===== src/hw/sprite_pkg.sv =====
`default_nettype none

package sprite_pkg;

	// ------------------------------------------------------------------------
	// types
	// ------------------------------------------------------------------------

	// heading of the sprite, encoded as in the older controller.
	typedef enum logic [2:0] {
		dir_idle  = 3'd0,
		dir_left  = 3'd1,
		dir_right = 3'd2,
		dir_up    = 3'd3,
		dir_down  = 3'd4
	} direction_t;

	typedef logic [2:0] speed_code_t; // 0 and 1 both select the slowest rate.
	typedef logic [8:0] step_count_t; // wide enough for the longest period.
	typedef logic [9:0] coord_x_t;
	typedef logic [8:0] coord_y_t;

	// ------------------------------------------------------------------------
	// screen geometry and timing
	// ------------------------------------------------------------------------

	// divisible by every code from 1 to 7, so each limit is exact.
	localparam step_count_t base_period = 9'd420;

	localparam int sprite_size   = 16;
	localparam int screen_width  = 640;
	localparam int screen_height = 480;

	// the corner may not go past these, or part of the sprite is off screen.
	localparam coord_x_t max_x = coord_x_t'(screen_width - sprite_size);
	localparam coord_y_t max_y = coord_y_t'(screen_height - sprite_size);

	// the sprite starts centred.
	localparam coord_x_t start_x = coord_x_t'((screen_width - sprite_size) / 2);
	localparam coord_y_t start_y = coord_y_t'((screen_height - sprite_size) / 2);

endpackage

`default_nettype wire


===== src/hw/button_sync.sv =====
`timescale 1ns/100ps
`default_nettype none

module button_sync (
	input  wire  clk,
	input  wire  reset,
	input  wire  left,
	input  wire  right,
	input  wire  up,
	input  wire  down,
	input  wire  set_speed,
	output logic left_sync,
	output logic right_sync,
	output logic up_sync,
	output logic down_sync,
	output logic set_speed_sync
);

	logic [4:0] raw;
	logic [4:0] meta; // first stage, may go metastable.
	logic [4:0] sync;

	assign raw = {left, right, up, down, set_speed};

	// two flops on every level. Nothing downstream looks at the pins.
	always_ff @(posedge clk or posedge reset) begin
		if (reset) begin
			meta <= '0;
			sync <= '0;
		end else begin
			meta <= raw;
			sync <= meta;
		end
	end

	assign left_sync      = sync[4];
	assign right_sync     = sync[3];
	assign up_sync        = sync[2];
	assign down_sync      = sync[1];
	assign set_speed_sync = sync[0];

endmodule

`default_nettype wire


===== src/hw/sprite_move_fsm.sv =====
`timescale 1ns/100ps
`default_nettype none

module sprite_move_fsm (
	input  wire                     clk,
	input  wire                     reset,
	input  wire                     left_sync,
	input  wire                     right_sync,
	input  wire                     up_sync,
	input  wire                     down_sync,
	input  wire                     set_speed_sync,
	input  sprite_pkg::speed_code_t speed_code,
	output sprite_pkg::direction_t  direction,
	output logic                    step
);

	sprite_pkg::direction_t  next_direction;
	sprite_pkg::direction_t  held_direction; // the one button held, idle if not exactly one.
	sprite_pkg::step_count_t limit;
	sprite_pkg::step_count_t limit_next;
	sprite_pkg::step_count_t count;
	logic                    counting;

	// ------------------------------------------------------------------------
	// heading state machine
	// ------------------------------------------------------------------------

	always_ff @(posedge clk or posedge reset) begin
		if (reset)
			direction <= sprite_pkg::dir_idle;
		else
			direction <= next_direction;
	end

	// Each heading has its own priority order; with no button it holds.
	always_comb begin
		next_direction = direction;
		case (direction)
			sprite_pkg::dir_idle: begin
				if (left_sync)       next_direction = sprite_pkg::dir_left;
				else if (right_sync) next_direction = sprite_pkg::dir_right;
				else if (up_sync)    next_direction = sprite_pkg::dir_up;
				else if (down_sync)  next_direction = sprite_pkg::dir_down;
			end
			sprite_pkg::dir_left: begin
				if (right_sync)      next_direction = sprite_pkg::dir_right;
				else if (up_sync)    next_direction = sprite_pkg::dir_up;
				else if (down_sync)  next_direction = sprite_pkg::dir_down;
			end
			sprite_pkg::dir_right: begin
				if (left_sync)       next_direction = sprite_pkg::dir_left;
				else if (up_sync)    next_direction = sprite_pkg::dir_up;
				else if (down_sync)  next_direction = sprite_pkg::dir_down;
			end
			sprite_pkg::dir_up: begin
				if (up_sync)         next_direction = sprite_pkg::dir_up;
				else if (down_sync)  next_direction = sprite_pkg::dir_down;
				else if (right_sync) next_direction = sprite_pkg::dir_right;
				else if (left_sync)  next_direction = sprite_pkg::dir_left;
			end
			sprite_pkg::dir_down: begin
				if (up_sync)         next_direction = sprite_pkg::dir_up;
				else if (right_sync) next_direction = sprite_pkg::dir_right;
				else if (left_sync)  next_direction = sprite_pkg::dir_left;
			end
			default: next_direction = sprite_pkg::dir_idle;
		endcase
	end

	// ------------------------------------------------------------------------
	// speed limit
	// ------------------------------------------------------------------------

	always_comb begin
		case (speed_code)
			3'd2:    limit_next = sprite_pkg::base_period / 2;
			3'd3:    limit_next = sprite_pkg::base_period / 3;
			3'd4:    limit_next = sprite_pkg::base_period / 4;
			3'd5:    limit_next = sprite_pkg::base_period / 5;
			3'd6:    limit_next = sprite_pkg::base_period / 6;
			3'd7:    limit_next = sprite_pkg::base_period / 7;
			default: limit_next = sprite_pkg::base_period; // codes 0 and 1.
		endcase
	end

	// speed_code is only looked at on the strobe, so it needs no synchronizer.
	always_ff @(posedge clk or posedge reset) begin
		if (reset)
			limit <= sprite_pkg::base_period;
		else if (set_speed_sync)
			limit <= limit_next;
	end

	// ------------------------------------------------------------------------
	// step rate counter
	// ------------------------------------------------------------------------

	always_comb begin
		case ({left_sync, right_sync, up_sync, down_sync})
			4'b1000: held_direction = sprite_pkg::dir_left;
			4'b0100: held_direction = sprite_pkg::dir_right;
			4'b0010: held_direction = sprite_pkg::dir_up;
			4'b0001: held_direction = sprite_pkg::dir_down;
			default: held_direction = sprite_pkg::dir_idle;
		endcase
	end

	assign counting = (held_direction != sprite_pkg::dir_idle) &&
	                  (held_direction == direction);

	always_ff @(posedge clk or posedge reset) begin
		if (reset) begin
			count <= '0;
			step  <= 1'b0;
		end else if (!counting) begin
			count <= '0; // any break in the hold restarts the full period.
			step  <= 1'b0;
		end else if (count >= limit) begin // >= covers a limit lowered mid-count.
			count <= '0;
			step  <= 1'b1;
		end else begin
			count <= count + 1'b1;
			step  <= 1'b0;
		end
	end

endmodule

`default_nettype wire


===== src/hw/sprite_mover_top.sv =====
`timescale 1ns/100ps
`default_nettype none

module sprite_mover_top (
	input  wire                     clk,
	input  wire                     reset,
	input  wire                     left,
	input  wire                     right,
	input  wire                     up,
	input  wire                     down,
	input  wire                     set_speed,
	input  sprite_pkg::speed_code_t speed_code,
	output sprite_pkg::direction_t  direction,
	output logic                    step,
	output sprite_pkg::coord_x_t    sprite_x,
	output sprite_pkg::coord_y_t    sprite_y
);

	logic left_sync;
	logic right_sync;
	logic up_sync;
	logic down_sync;
	logic set_speed_sync;

	// buttons are asynchronous, so they pass through the synchronizer first.
	button_sync u_button_sync (
		.clk            (clk),
		.reset          (reset),
		.left           (left),
		.right          (right),
		.up             (up),
		.down           (down),
		.set_speed      (set_speed),
		.left_sync      (left_sync),
		.right_sync     (right_sync),
		.up_sync        (up_sync),
		.down_sync      (down_sync),
		.set_speed_sync (set_speed_sync)
	);

	sprite_move_fsm u_sprite_move_fsm (
		.clk            (clk),
		.reset          (reset),
		.left_sync      (left_sync),
		.right_sync     (right_sync),
		.up_sync        (up_sync),
		.down_sync      (down_sync),
		.set_speed_sync (set_speed_sync),
		.speed_code     (speed_code),
		.direction      (direction),
		.step           (step)
	);

	sprite_position u_sprite_position (
		.clk       (clk),
		.reset     (reset),
		.step      (step),
		.direction (direction),
		.sprite_x  (sprite_x),
		.sprite_y  (sprite_y)
	);

endmodule

`default_nettype wire


===== src/hw/sprite_position.sv =====
`timescale 1ns/100ps
`default_nettype none

module sprite_position (
	input  wire                    clk,
	input  wire                    reset,
	input  wire                    step,
	input  sprite_pkg::direction_t direction,
	output sprite_pkg::coord_x_t   sprite_x,
	output sprite_pkg::coord_y_t   sprite_y
);

	sprite_pkg::coord_x_t x_next;
	sprite_pkg::coord_y_t y_next;

	// ------------------------------------------------------------------------
	// next position, one pixel per step, held at the screen edges
	// ------------------------------------------------------------------------

	always_comb begin
		x_next = sprite_x;
		y_next = sprite_y;
		case (direction)
			sprite_pkg::dir_left: begin
				if (sprite_x != '0)
					x_next = sprite_x - 1'b1;
			end
			sprite_pkg::dir_right: begin
				if (sprite_x < sprite_pkg::max_x)
					x_next = sprite_x + 1'b1;
			end
			sprite_pkg::dir_up: begin
				if (sprite_y != '0)
					y_next = sprite_y - 1'b1;
			end
			sprite_pkg::dir_down: begin
				if (sprite_y < sprite_pkg::max_y)
					y_next = sprite_y + 1'b1;
			end
			default: begin
				// idle heading leaves the sprite where it is.
			end
		endcase
	end

	// coordinates are the top-left corner of the 16 by 16 sprite.
	always_ff @(posedge clk or posedge reset) begin
		if (reset) begin
			sprite_x <= sprite_pkg::start_x;
			sprite_y <= sprite_pkg::start_y;
		end else if (step) begin
			sprite_x <= x_next;
			sprite_y <= y_next;
		end
	end

endmodule

`default_nettype wire


===== config.mk =====
export PLATFORM = sky130hd
export DESIGN_NAME = sprite_mover_top
export DESIGN_NICKNAME = d
export VERILOG_FILES = /design/src/hw/sprite_pkg.sv /design/src/hw/button_sync.sv /design/src/hw/sprite_move_fsm.sv /design/src/hw/sprite_mover_top.sv /design/src/hw/sprite_position.sv
export SDC_FILE = /design/constraint.sdc
export NUM_CORES = 1
export LEC_CHECK = 0
export ABC_AREA = 0
export BUFFER_PORTS_ARGS = -buffer_cell sky130_fd_sc_hd__buf_2
export CELL_PAD_IN_SITES_DETAIL_PLACEMENT = 0
export CELL_PAD_IN_SITES_GLOBAL_PLACEMENT = 1
export CORE_AREA = 8 8 110 137
export DETAILED_ROUTE_END_ITERATION = 10
export DIE_AREA = 0 0 118 145
export HOLD_SLACK_MARGIN = 0.06
export PLACE_DENSITY = 0.5
export SYNTH_ARGS = -nofsm -noshare
export SYNTH_HDL_FRONTEND = slang
export SYNTH_SLANG_ARGS = --single-unit

===== constraint.sdc =====
create_clock -name clk -period 3.22 [get_ports clk]
set_clock_uncertainty 0.1 [all_clocks]
set_input_delay 0.805 -clock clk [delete_from_list [all_inputs] [get_ports clk]]
set_output_delay 0.805 -clock clk [all_outputs]
set_load 0.005 [all_outputs]

[Yosys cells after proc, flatten, opt, wreduce, memory -nomap -nowiden]
Cells that the tools add are included.
Storage, ports and cells
  bits in registers: 51
  bits of input ports: 10
  logic and storage cells: 67
Operators by class
  add/sub/neg operators: 5
  $lt $le $gt $ge: 3
  equal/unequal tests: 19
  multiplexer cells: 23
  reduce and logical (&&, ||, !) cells: 9
Operators with widths (number)
  one-hot mux 9 bit (6 select lines): 1
  2-to-1 mux 9 bit: 4
  2-to-1 mux 3 bit: 10
  2-to-1 mux 10 bit: 2
  one-hot mux 10 bit (2 select lines): 1
  adder 9 x 1 -> 9 bit, second input constant: 2
  one-hot mux 9 bit (2 select lines): 1
  equality test 3 bit, second input constant: 5
  one-hot mux 3 bit (5 select lines): 1
  equality test 3 x 2 -> 1 bit, second input constant: 4
  one-hot mux 3 bit (4 select lines): 1
  adder 10 x 1 -> 10 bit, second input constant: 1
  less-than comparator 10 bit, second input constant: 1
  nonzero test 10 bit: 1
  subtractor 10 x 1 -> 10 bit, second input constant: 1
  >= comparator 9 bit: 1
  less-than comparator 9 bit, second input constant: 1
  nonzero test 9 bit: 1
  subtractor 9 x 1 -> 9 bit, second input constant: 1
  != test 2 x 1 -> 1 bit, second input constant: 4
  AND reduction 4 bit: 2
  equality test 4 x 1 -> 1 bit, second input constant: 1
  equality test 4 x 2 -> 1 bit, second input constant: 1
  equality test 4 x 3 -> 1 bit, second input constant: 1
  8 further kinds: 10

[Depth between registers and ports, before layout]
Gate-level depths: netlist of run 1.
  depth in word-level cells: 5
  mapped depth: 11

[Modules after synthesis]
A second synthesis of run 1 with hierarchy kept.
Unflattened totals
  cells, all modules: 348
  area, all modules: 3338.2 µm²
Modules (own cells, without submodules)
  sprite_position: instances 1, cells an instance 179, area each 1615.3 µm², seq. area each 485.5 µm²
  sprite_move_fsm: instances 1, cells an instance 158, area each 1468.9 µm², seq. area each 555.5 µm²
  button_sync: instances 1, cells an instance 11, area each 254.0 µm², seq. area each 250.2 µm²

[Worst setup path after synthesis of run 1]
No wires, ideal clock.
  path kind: register to register
  from: register u_sprite_move_fsm.direction[0]
  to: register u_sprite_position.sprite_x[8]
  library setup time: 85 ps
  arrival time: 2319 ps
  setup slack: 716 ps
  stages on the path, launching flop included: 11
  buffers on the path: 1
  clock period less this slack: 2504 ps
  cells stage by stage: dfrtp_1 -> buf_6 -> nor3b_2 -> inv_1 -> fa_1 -> a211oi_1 -> nor3_1 -> a211oi_1 -> nor3b_1 -> a311oi_1 -> o21ai_0
On the way
  cells in the longest elaborated chain, start to end: 3
  elaborated cells on any way between the ends: 7
  those cells by class: eq/ne (4); mux (1); reduce/logical (2)
RTL lines
  start, declared: line sprite_move_fsm.sv:13  | output sprite_pkg::direction_t direction,
  start signal, assigned: line sprite_move_fsm.sv:30  | direction <= sprite_pkg::dir_idle;
  start signal, assigned: line sprite_move_fsm.sv:32  | direction <= next_direction;
  equality test 3 x 2 -> 1 bit / equality test 3 x 1 -> 1 bit (equally long branches): line sprite_position.sv:23  | case (direction)
  != test 2 x 1 -> 1 bit (no line) / nonzero test 2 bit (equally long branches)
  AND reduction 4 bit (no line)
  end signal, assigned: line sprite_position.sv:49  | sprite_x <= sprite_pkg::start_x;
  end signal, assigned: line sprite_position.sv:52  | sprite_x <= x_next;
  end, declared: line sprite_position.sv:9  | output sprite_pkg::coord_x_t sprite_x,
Several ways; a longest one is shown, not always the timed one.
A chain may end at the register's enable or synchronous reset.

[Worst setup path in the final report of run 1]
Same ends and word-level chain as after synthesis.

==> impl_metrics.prom, run 1 <==
# TYPE chip_impl_metric gauge
chip_impl_metric{name="cts.reportedPaths.clkPinSlew",unit="ns"} 0.07
chip_impl_metric{name="synthToLayoutAreaGrowth",unit="%"} 14.9
chip_impl_metric{name="cts-resized-gates",unit=""} 0
chip_impl_metric{name="cts.sink_count",unit=""} 51
chip_impl_info{name="cpMaxStageDelayCell",value="sky130_fd_sc_hd__fa_1"} 1
chip_impl_metric{name="power-per-cell-area",unit="nW/um^2"} 464
chip_impl_metric{name="synth-warning-count",unit=""} 0
chip_impl_metric{name="synth_enable_flop_cells",unit=""} 0
chip_impl_metric{name="mappedNetlistArea",unit="sq um"} 3160
chip_impl_metric{name="worstMarginPinSlew",unit="ns"} 0.563
chip_impl_metric{name="starting_density_of_the_core",unit="%"} 24.3
chip_impl_metric{name="vdd_drop_max",unit="mV"} 0.237
chip_impl_metric{name="static-leakage-power",unit="nW"} 1.69
chip_impl_metric{name="crit_path_arrival_time",unit="ns"} 2.80
chip_impl_metric{name="grt_usage",unit="%"} 8.77
chip_impl_info{name="worst_setup_path_start_kind",value="register"} 1
chip_impl_metric{name="postSynthCellCount",unit=""} 327
chip_impl_metric{name="fp.dieArea",unit="sq um"} 17100
chip_impl_metric{name="netlist-cell-type-count",unit=""} 56
chip_impl_info{name="rsz0062_at_grt",value="no"} 1
chip_impl_metric{name="avgRoutedWirePerCell",unit="um"} 13.6
chip_impl_info{name="crit_type",value="register to register"} 1
chip_impl_metric{name="grt_max_degree",unit=""} 23
chip_impl_metric{name="nNetsFinal",unit=""} 397
chip_impl_metric{name="fin_tns_setup",unit="ns"} 0
chip_impl_metric{name="cts_post_setup_buffers_inserted",unit=""} 0
chip_impl_metric{name="layout-drive-gt1-share",unit="%"} 21.9
chip_impl_metric{name="final.setup.worst_slack",unit="ns"} 0.532
chip_impl_metric{name="nFillCells",unit=""} 1416
chip_impl_metric{name="total_chip_power",unit="mW"} 1.68
chip_impl_metric{name="multi_input_area",unit="sq um"} 1700
chip_impl_metric{name="clock_tree.htree_level_count",unit=""} 2
chip_impl_metric{name="placement.setup.worst_slack",unit="ns"} 0.517
chip_impl_info{name="timing.critical_path.cells",value="nor3b_2, inv_1, fa_1, a211oi_1, nor3_1, a211oi_1, nor3b_1, a311oi_1, o21ai_0"} 1
chip_impl_metric{name="route.vias.total",unit=""} 2404
chip_impl_metric{name="placement_rows",unit=""} 47
chip_impl_info{name="synth_top_flop_cell",value="sky130_fd_sc_hd__dfrtp_1"} 1
chip_impl_info{name="critical_path.most_common_cell",value="sky130_fd_sc_hd__a211oi_1"} 1
chip_impl_metric{name="routabilityCongestion",unit=""} 0.804
chip_impl_metric{name="global_route_congestion_overflow_total",unit=""} 0
chip_impl_info{name="cts.root.buffer_cell",value="sky130_fd_sc_hd__clkbuf_16"} 1
chip_impl_metric{name="layout.core_utilization",unit="%"} 27.9
chip_impl_metric{name="setup_viol",unit=""} 0
chip_impl_metric{name="cts_made_buffers",unit=""} 5
chip_impl_metric{name="antenna_violating_nets_post_route",unit=""} 0
chip_impl_info{name="worst_setup_path_end_kind",value="register"} 1
chip_impl_info{name="terminating_pin_of_the_worst_hold_path",value="u_button_sync.sync[0]"} 1
chip_impl_metric{name="ys_ff_latch",unit=""} 51
chip_impl_info{name="outcome",value="finished clean"} 1
chip_impl_metric{name="clock_tree.buffer_depth",unit=""} 2
chip_impl_info{name="hold_start",value="u_button_sync.meta[0]"} 1
chip_impl_metric{name="clk-insertion-delay-late",unit="ns"} 0.29
chip_impl_metric{name="n_antenna_cell",unit=""} 0
chip_impl_metric{name="period_share",unit="%"} 83.5
chip_impl_metric{name="drc",unit=""} 0
chip_impl_metric{name="timing.critical_path.fanout_max",unit=""} 10
chip_impl_metric{name="io_buffer_count",unit=""} 32
chip_impl_metric{name="postRouteWirelength",unit="um"} 7220
chip_impl_metric{name="dieWidth",unit="um"} 118
chip_impl_info{name="critical_path.reg2reg.startpoint",value="u_sprite_move_fsm.direction[0]"} 1
chip_impl_metric{name="initial_antenna_violation_count",unit=""} 0
chip_impl_metric{name="floorplan.io_pins",unit=""} 33
chip_impl_metric{name="asyncSetResetFlopFracSynth",unit="%"} 100
chip_impl_metric{name="avgViaCountPerCell",unit=""} 4.52
chip_impl_metric{name="grt_pass1_vias",unit=""} 2538
chip_impl_metric{name="syn-num-nets",unit=""} 364
chip_impl_metric{name="maxSlewHeadroom",unit="%"} 62.0
chip_impl_metric{name="slew_violations",unit=""} 0
chip_impl_metric{name="drtIter0Drc",unit=""} 81
chip_impl_metric{name="wire_length_of_the_first_global_routing_pass",unit="um"} 12500
chip_impl_metric{name="timing_hold_violations_final",unit=""} 0
chip_impl_metric{name="min_path_cells",unit=""} 0
chip_impl_metric{name="reg2regPathDepth",unit=""} 9
chip_impl_metric{name="place_hpwl",unit="um"} 5550
chip_impl_metric{name="timing.reg2reg.setup_slack",unit="ns"} 0.53
chip_impl_metric{name="coreArea",unit="sq um"} 13000
chip_impl_info{name="min-delay-path-class",value="register to register"} 1
chip_impl_metric{name="worst_path_max_stage_delay",unit="ns"} 0.49
chip_impl_metric{name="die-height",unit="um"} 145
chip_impl_metric{name="cts_hold_buffers",unit=""} 0
chip_impl_metric{name="achievable-frequency",unit="MHz"} 372
chip_impl_metric{name="max-cap-violations",unit=""} 0
chip_impl_info{name="cts_tree",value="done"} 1
chip_impl_metric{name="cp_data_required_time",unit="ns"} 3.33
chip_impl_metric{name="synthesis.area_per_instance",unit="sq um"} 9.65
chip_impl_info{name="critical_path.reg2reg.endpoint",value="u_sprite_position.sprite_x[8]"} 1
chip_impl_metric{name="synth_seq_area_share",unit="%"} 40.9
chip_impl_metric{name="seqCellArea",unit="sq um"} 1290
chip_impl_metric{name="firstDrtPassIters",unit=""} 4
chip_impl_metric{name="final_period_minus_worst_setup_slack",unit="ns"} 2.69
## state kept, by name, indices dropped and copies added (netlist names)
signal	cells
u_button_sync.sync	5
u_sprite_position.sprite_x	10
u_sprite_move_fsm.count	9
u_sprite_position.sprite_y	9
u_sprite_move_fsm.direction	3
u_sprite_move_fsm.limit	9
u_button_sync.meta	5
u_sprite_move_fsm.step	1
## report_power, final
part | switching, mW | internal, mW
clock network | 0.249 | 0.285
registers | 0.0284 | 0.679
logic | 0.260 | 0.183
total | 0.537 | 1.15
## metrics by stage
stage | area [sq um] | hold slack [ns] | cells
after CTS | 3630 | 0.254 | 532
after global routing | 3630 | 0.256 | 532
after floorplan | 3160 | 0.231 | 327
final | 3630 | 0.250 | 532
after detailed placement | 3490 | 0.237 | 524
after global placement | 3490 | 0.234 | 524
## layout make-up
class | count | area share (%)
clock buffer | 5 | 3.45
clock inverter | 3 | 0.414
inverter | 21 | 2.31
multi-input combinational | 244 | 46.9
sequential | 51 | 35.6
tap | 171 | 5.90
timing repair buffer | 37 | 5.45
## placed cells by master, fill, tap and decap left out, types with 6 or more instances in the layout
cell,synthesis,routed
sky130_fd_sc_hd__o21ai_0,29,29
sky130_fd_sc_hd__nand2_1,32,32
sky130_fd_sc_hd__nand3_1,9,9
sky130_fd_sc_hd__a21o_1,10,10
sky130_fd_sc_hd__ha_1,25,25
sky130_fd_sc_hd__nor2b_1,12,12
sky130_fd_sc_hd__inv_1,20,19
sky130_fd_sc_hd__a21oi_1,18,18
sky130_fd_sc_hd__dfrtp_1,39,39
sky130_fd_sc_hd__nor2_2,9,9
sky130_fd_sc_hd__nor2_1,11,11
sky130_fd_sc_hd__xor2_1,15,15
sky130_fd_sc_hd__buf_2,2,32
sky130_fd_sc_hd__xnor2_1,10,10
sky130_fd_sc_hd__dfstp_2,12,12
sky130_fd_sc_hd__nor3_1,6,6
## critical path, delay by kind of cell (launching register included)
kind	cells	cell delay, ns
buf+inv	1	0.26
flops	1	0.39
simple gates	3	0.47
compound gates	4	0.91
fa+ha+maj	1	0.49
## worst max path at each step
stage | start | endpoint | slack (ns) | depth (start not counted)
2_1_floorplan | u_sprite_move_fsm.direction[0] | u_sprite_position.sprite_x[8] | 0.72 | 10
3_3_place_gp | u_sprite_move_fsm.direction[0] | u_sprite_position.sprite_x[8] | 0.60 | 9
3_5_place_dp | u_sprite_move_fsm.direction[0] | u_sprite_position.sprite_x[8] | 0.52 | 9
4_1_cts | u_sprite_move_fsm.direction[0] | u_sprite_position.sprite_x[8] | 0.50 | 9
5_1_grt | u_sprite_move_fsm.direction[2] | u_sprite_position.sprite_x[8] | 0.33 | 9
6_report | u_sprite_move_fsm.direction[0] | u_sprite_position.sprite_x[8] | 0.53 | 9
## cell families after synthesis
family / share of synthesized area, %
multiplexers: 1.70
AND/OR/NAND/NOR: 18.1
AO/OA/AOI/OAI: 15.9
XOR/XNOR: 6.94
adder cells (fa/ha/maj): 11.2
buffers and inverters: 5.23
flip-flops: 40.9
## cell usage after synthesis (all sizes together), types with 2 or more instances
| cell | count | area, sq um |
|---|---|---|
| ha | 25 | 313 |
| nand4 | 2 | 12.5 |
| dfstp | 12 | 315 |
| nor3b | 3 | 27.5 |
| dfrtp | 39 | 976 |
| nor2 | 21 | 109 |
| a21oi | 18 | 90.1 |
| xor2 | 15 | 131 |
| nand3 | 10 | 55.1 |
| a211oi | 5 | 37.5 |
| inv | 20 | 75.1 |
| xnor2 | 10 | 87.6 |
| nand2 | 34 | 138 |
| fa | 2 | 40.0 |
| mux2i | 2 | 20.0 |
| nor3 | 6 | 30.0 |
| o21ai | 34 | 170 |
| and2 | 2 | 12.5 |
| nand2b | 4 | 32.5 |
| clkbuf | 3 | 11.3 |
| nor4 | 3 | 18.8 |
| a21o | 10 | 75.1 |
| nor2b | 12 | 75.1 |
| a31oi | 4 | 25.0 |
| mux2 | 3 | 33.8 |
| buf | 8 | 70.1 |
## metal layers
layer / wire (um) / track usage (%)
met1: 3220 / 10.3
met2: 3680 / 15.3
met3: 231 / 2.14
met4: 92 / 2.70
met5: 0 / 0
Note: power is estimated with default switching activity, not from simulation.
==> run 2: changes to the inputs <==
ABC_AREA = 1   (was 0)
CORE_AREA = 8 8 113 141   (was 8 8 110 137)
DIE_AREA = 0 0 121 149   (was 0 0 118 145)
PLACE_DENSITY = 0.52   (was 0.5)
clock period = 2.73 ns   (was 3.22 ns; I/O delays follow)
==> run 2 against run 1 <==
Die area rose by 5.4%. Maximum frequency rose by 14%. Area after synthesis rose by 6.1%. Highest routed layer unchanged.
==> impl_metrics.prom, run 2 <==
# TYPE chip_impl_metric gauge
chip_impl_info{name="outcome",value="finished clean"} 1
chip_impl_metric{name="layout-drive-gt1-share",unit="%"} 12.9
chip_impl_metric{name="synth_enable_flop_cells",unit=""} 0
chip_impl_metric{name="avgViaCountPerCell",unit=""} 4.31
chip_impl_metric{name="seq_power_share",unit="%"} 37.6
chip_impl_metric{name="mappedNetlistArea",unit="sq um"} 3350
chip_impl_metric{name="p_sw",unit="mW"} 0.912
chip_impl_metric{name="placedInstanceArea",unit="sq um"} 3730
chip_impl_metric{name="grt_usage",unit="%"} 9.96
chip_impl_metric{name="reg2regPathDepth",unit=""} 9
chip_impl_metric{name="syn-num-nets",unit=""} 489
chip_impl_info{name="critical_path.startpoint",value="u_sprite_move_fsm.direction[0]"} 1
chip_impl_metric{name="initial_antenna_violation_count",unit=""} 0
chip_impl_info{name="worst_setup_path_end_kind",value="register"} 1
chip_impl_metric{name="cts.reportedPaths.clkPinSlew",unit="ns"} 0.08
chip_impl_metric{name="asyncSetResetFlopFracSynth",unit="%"} 100
chip_impl_metric{name="nNetsFinal",unit=""} 526
chip_impl_metric{name="global_route_congestion_overflow_total",unit=""} 0
chip_impl_info{name="leading_cell_type_in_the_layout_fill_and_taps_excluded",value="sky130_fd_sc_hd__nand2_1"} 1
chip_impl_metric{name="post_layout_nonfiller_instances",unit=""} 665
chip_impl_metric{name="n_antenna_cell",unit=""} 0
chip_impl_metric{name="route.vias.total",unit=""} 2869
chip_impl_metric{name="placement_rows",unit=""} 48
chip_impl_info{name="critical_path.reg2reg.startpoint",value="u_sprite_move_fsm.direction[0]"} 1
chip_impl_metric{name="cts_made_buffers",unit=""} 5
chip_impl_metric{name="postRouteWirelength",unit="um"} 8400
chip_impl_metric{name="achievable-frequency",unit="MHz"} 423
chip_impl_metric{name="io_buffer_count",unit=""} 32
chip_impl_metric{name="starting_density_of_the_core",unit="%"} 24.6
chip_impl_metric{name="clock_tree.htree_level_count",unit=""} 2
chip_impl_metric{name="number_of_flip_flops_in_the_largest_register",unit=""} 10
chip_impl_metric{name="vdd_drop_max",unit="mV"} 0.279
chip_impl_metric{name="avgRoutedWirePerCell",unit="um"} 12.6
chip_impl_metric{name="netlist-cell-type-count",unit=""} 32
chip_impl_metric{name="numPlacedInstances",unit=""} 657
chip_impl_info{name="cts_tree",value="done"} 1
chip_impl_metric{name="grt_pass1_vias",unit=""} 2903
chip_impl_metric{name="maxSlewHeadroom",unit="%"} 71.7
chip_impl_info{name="min-delay-path-class",value="register to register"} 1
chip_impl_metric{name="fraction_of_power_spent_switching_nets",unit="%"} 38.5
chip_impl_metric{name="power-per-cell-area",unit="nW/um^2"} 612
chip_impl_metric{name="crit_path_arrival_time",unit="ns"} 2.47
chip_impl_info{name="largest-register",value="u_sprite_position.sprite_x"} 1
chip_impl_info{name="crit_type",value="register to register"} 1
chip_impl_metric{name="worstMarginPinSlew",unit="ns"} 0.424
chip_impl_metric{name="cts_post_setup_buffers_inserted",unit=""} 0
chip_impl_metric{name="p_int",unit="mW"} 1.45
chip_impl_info{name="synth_top_flop_cell",value="sky130_fd_sc_hd__dfrtp_1"} 1
chip_impl_metric{name="postSynthCellCount",unit=""} 452
chip_impl_metric{name="final.setup.worst_slack",unit="ns"} 0.366
chip_impl_metric{name="power.share.clock",unit="%"} 27.4
chip_impl_metric{name="synthToLayoutAreaGrowth",unit="%"} 15.5
chip_impl_metric{name="timing_hold_violations_final",unit=""} 0
chip_impl_metric{name="cts.sink_count",unit=""} 51
chip_impl_info{name="netlist.top_cell.by_area",value="sky130_fd_sc_hd__dfrtp_1"} 1
chip_impl_metric{name="fin_tns_setup",unit="ns"} 0
chip_impl_metric{name="drtIter0Drc",unit=""} 118
chip_impl_metric{name="routabilityCongestion",unit=""} 0.798
chip_impl_metric{name="clk-insertion-delay-late",unit="ns"} 0.31
chip_impl_info{name="rsz0062_at_grt",value="no"} 1
chip_impl_metric{name="cp_data_required_time",unit="ns"} 2.83
chip_impl_metric{name="fp.dieArea",unit="sq um"} 18000
chip_impl_metric{name="static-leakage-power",unit="nW"} 2.08
chip_impl_info{name="cts.root.buffer_cell",value="sky130_fd_sc_hd__clkbuf_16"} 1
chip_impl_metric{name="cts-resized-gates",unit=""} 0
chip_impl_info{name="cell_with_the_most_instances_after_synthesis",value="sky130_fd_sc_hd__nand2_1"} 1
chip_impl_metric{name="fin_area",unit="sq um"} 3870
chip_impl_info{name="endpoint",value="u_sprite_position.sprite_x[7]"} 1
chip_impl_metric{name="seqCellArea",unit="sq um"} 1290
chip_impl_metric{name="slew_violations",unit=""} 0
chip_impl_metric{name="coreArea",unit="sq um"} 13600
chip_impl_metric{name="synth-warning-count",unit=""} 0
chip_impl_metric{name="setup_viol",unit=""} 0
chip_impl_metric{name="synth_top_area_share",unit="%"} 29.1
chip_impl_metric{name="antenna_violating_nets_post_route",unit=""} 0
chip_impl_info{name="critical_path.reg2reg.endpoint",value="u_sprite_position.sprite_x[7]"} 1
chip_impl_metric{name="synthesis.area_per_instance",unit="sq um"} 7.41
chip_impl_info{name="layout_common_cells",value="sky130_fd_sc_hd__nand2_1 (150), sky130_fd_sc_hd__inv_1 (56), sky130_fd_sc_hd__nor2_1 (43)"} 1
chip_impl_metric{name="cts_hold_buffers",unit=""} 0
chip_impl_metric{name="place_hpwl",unit="um"} 6650
chip_impl_metric{name="layout.core_utilization",unit="%"} 28.4
chip_impl_metric{name="max-cap-violations",unit=""} 0
chip_impl_metric{name="timing.critical_path.fanout_max",unit=""} 13
chip_impl_info{name="dominant_cells_by_area_after_synthesis",value="sky130_fd_sc_hd__dfrtp_1 (29%), sky130_fd_sc_hd__nand2_1 (17%), sky130_fd_sc_hd__dfstp_2 (9.4%)"} 1
chip_impl_metric{name="placement.setup.worst_slack",unit="ns"} 0.333
chip_impl_metric{name="grt_max_degree",unit=""} 37
chip_impl_metric{name="firstDrtPassIters",unit=""} 4
chip_impl_metric{name="ys_ff_latch",unit=""} 51
chip_impl_metric{name="dieWidth",unit="um"} 121
chip_impl_metric{name="clock_tree.buffer_depth",unit=""} 2
chip_impl_metric{name="timing.reg2reg.setup_slack",unit="ns"} 0.37
chip_impl_metric{name="wire_length_of_the_first_global_routing_pass",unit="um"} 14300
chip_impl_metric{name="nFillCells",unit=""} 1519
chip_impl_metric{name="synth_seq_area_share",unit="%"} 38.6
chip_impl_metric{name="drc",unit=""} 0
chip_impl_metric{name="share_comb_of_total_power",unit="%"} 35.0
chip_impl_metric{name="multi_input_area",unit="sq um"} 1810
chip_impl_info{name="worst_setup_path_start_kind",value="register"} 1
chip_impl_metric{name="floorplan.io_pins",unit=""} 33
chip_impl_info{name="netlist_top_cells_count",value="sky130_fd_sc_hd__nand2_1 (150), sky130_fd_sc_hd__inv_1 (57), sky130_fd_sc_hd__nor2_1 (43)"} 1
chip_impl_metric{name="die-height",unit="um"} 149
chip_impl_metric{name="final_period_minus_worst_setup_slack",unit="ns"} 2.36
chip_impl_metric{name="period_share",unit="%"} 86.6
[run 2: worst min-delay path by stage]
| stage | from | endpoint | slack (ns) | cells after the start |
|---|---|---|---|---|
| 6_report | u_button_sync.meta[2] | u_button_sync.sync[2] | 0.24 | 0 |
| 2_1_floorplan | u_button_sync.meta[0] | u_button_sync.sync[0] | 0.23 | 0 |
| 3_3_place_gp | u_button_sync.meta[2] | u_button_sync.sync[2] | 0.24 | 0 |
| 4_1_cts | u_button_sync.meta[2] | u_button_sync.sync[2] | 0.25 | 0 |
| 5_1_grt | u_button_sync.meta[2] | u_button_sync.sync[2] | 0.26 | 0 |
| 3_5_place_dp | u_button_sync.meta[3] | u_button_sync.sync[3] | 0.23 | 0 |
[run 2: area by class of cell]
cell class,count,area share (%)
Clock buffer,6,3.33
Clock inverter,2,0.324
Inverter,58,5.63
Multi-Input combinational cell,339,46.8
Sequential cell,51,33.4
Tap cell,175,5.66
Timing Repair Buffer,34,4.85
[run 2: power by group through the flow]
stage | Combinational [mW] | Clock, mW | Sequential, mW
floorplan | 0.641 | 0 | 0.884
global route | 0.964 | 0.706 | 0.903
finish | 0.828 | 0.650 | 0.889
CTS | 0.851 | 0.680 | 0.891
global placement | 0.861 | 0 | 0.899
detailed placement | 0.846 | 0 | 0.905
[run 2: stage by stage]
stage / hold WS, ns / power (mW)
global route: 0.256 / 2.57
detailed placement: 0.235 / 1.75
floorplan: 0.231 / 1.53
CTS: 0.247 / 2.42
finish: 0.240 / 2.37
global placement: 0.236 / 1.76
[run 2: kinds of logic after synthesis]
| kind of cell | Yosys count | share of synthesized area (%) |
|---|---|---|
| AND/OR/NAND/NOR | 256 | 32.5 |
| buffers and inverters | 62 | 7.40 |
| XOR/XNOR | 16 | 4.18 |
| flip-flops | 51 | 38.6 |
| adder cells (fa/ha/maj) | 27 | 10.5 |
| AO/OA/AOI/OAI | 40 | 6.87 |
[run 2: worst max-delay path, cell delays in order (launching register included)]
cell and delay, ns:
sky130_fd_sc_hd__dfrtp_1 0.46, sky130_fd_sc_hd__inv_1 0.20, sky130_fd_sc_hd__nand3_2 0.32, sky130_fd_sc_hd__ha_1 0.45, sky130_fd_sc_hd__a21oi_1 0.32, sky130_fd_sc_hd__nor2_1 0.07
sky130_fd_sc_hd__nor2_1 0.13, sky130_fd_sc_hd__nand3_1 0.08, sky130_fd_sc_hd__nand3_1 0.08, sky130_fd_sc_hd__nand2_1 0.05
[run 2: routing by layer]
metal	share of wire (%)	GRT usage (%)	vias to the layer above
met2	53	18.4	29
met5	0	0	-
met1	42	10.7	1310
met4	1.6	3.44	0
met3	3.2	2.50	9
li1	-	-	1521
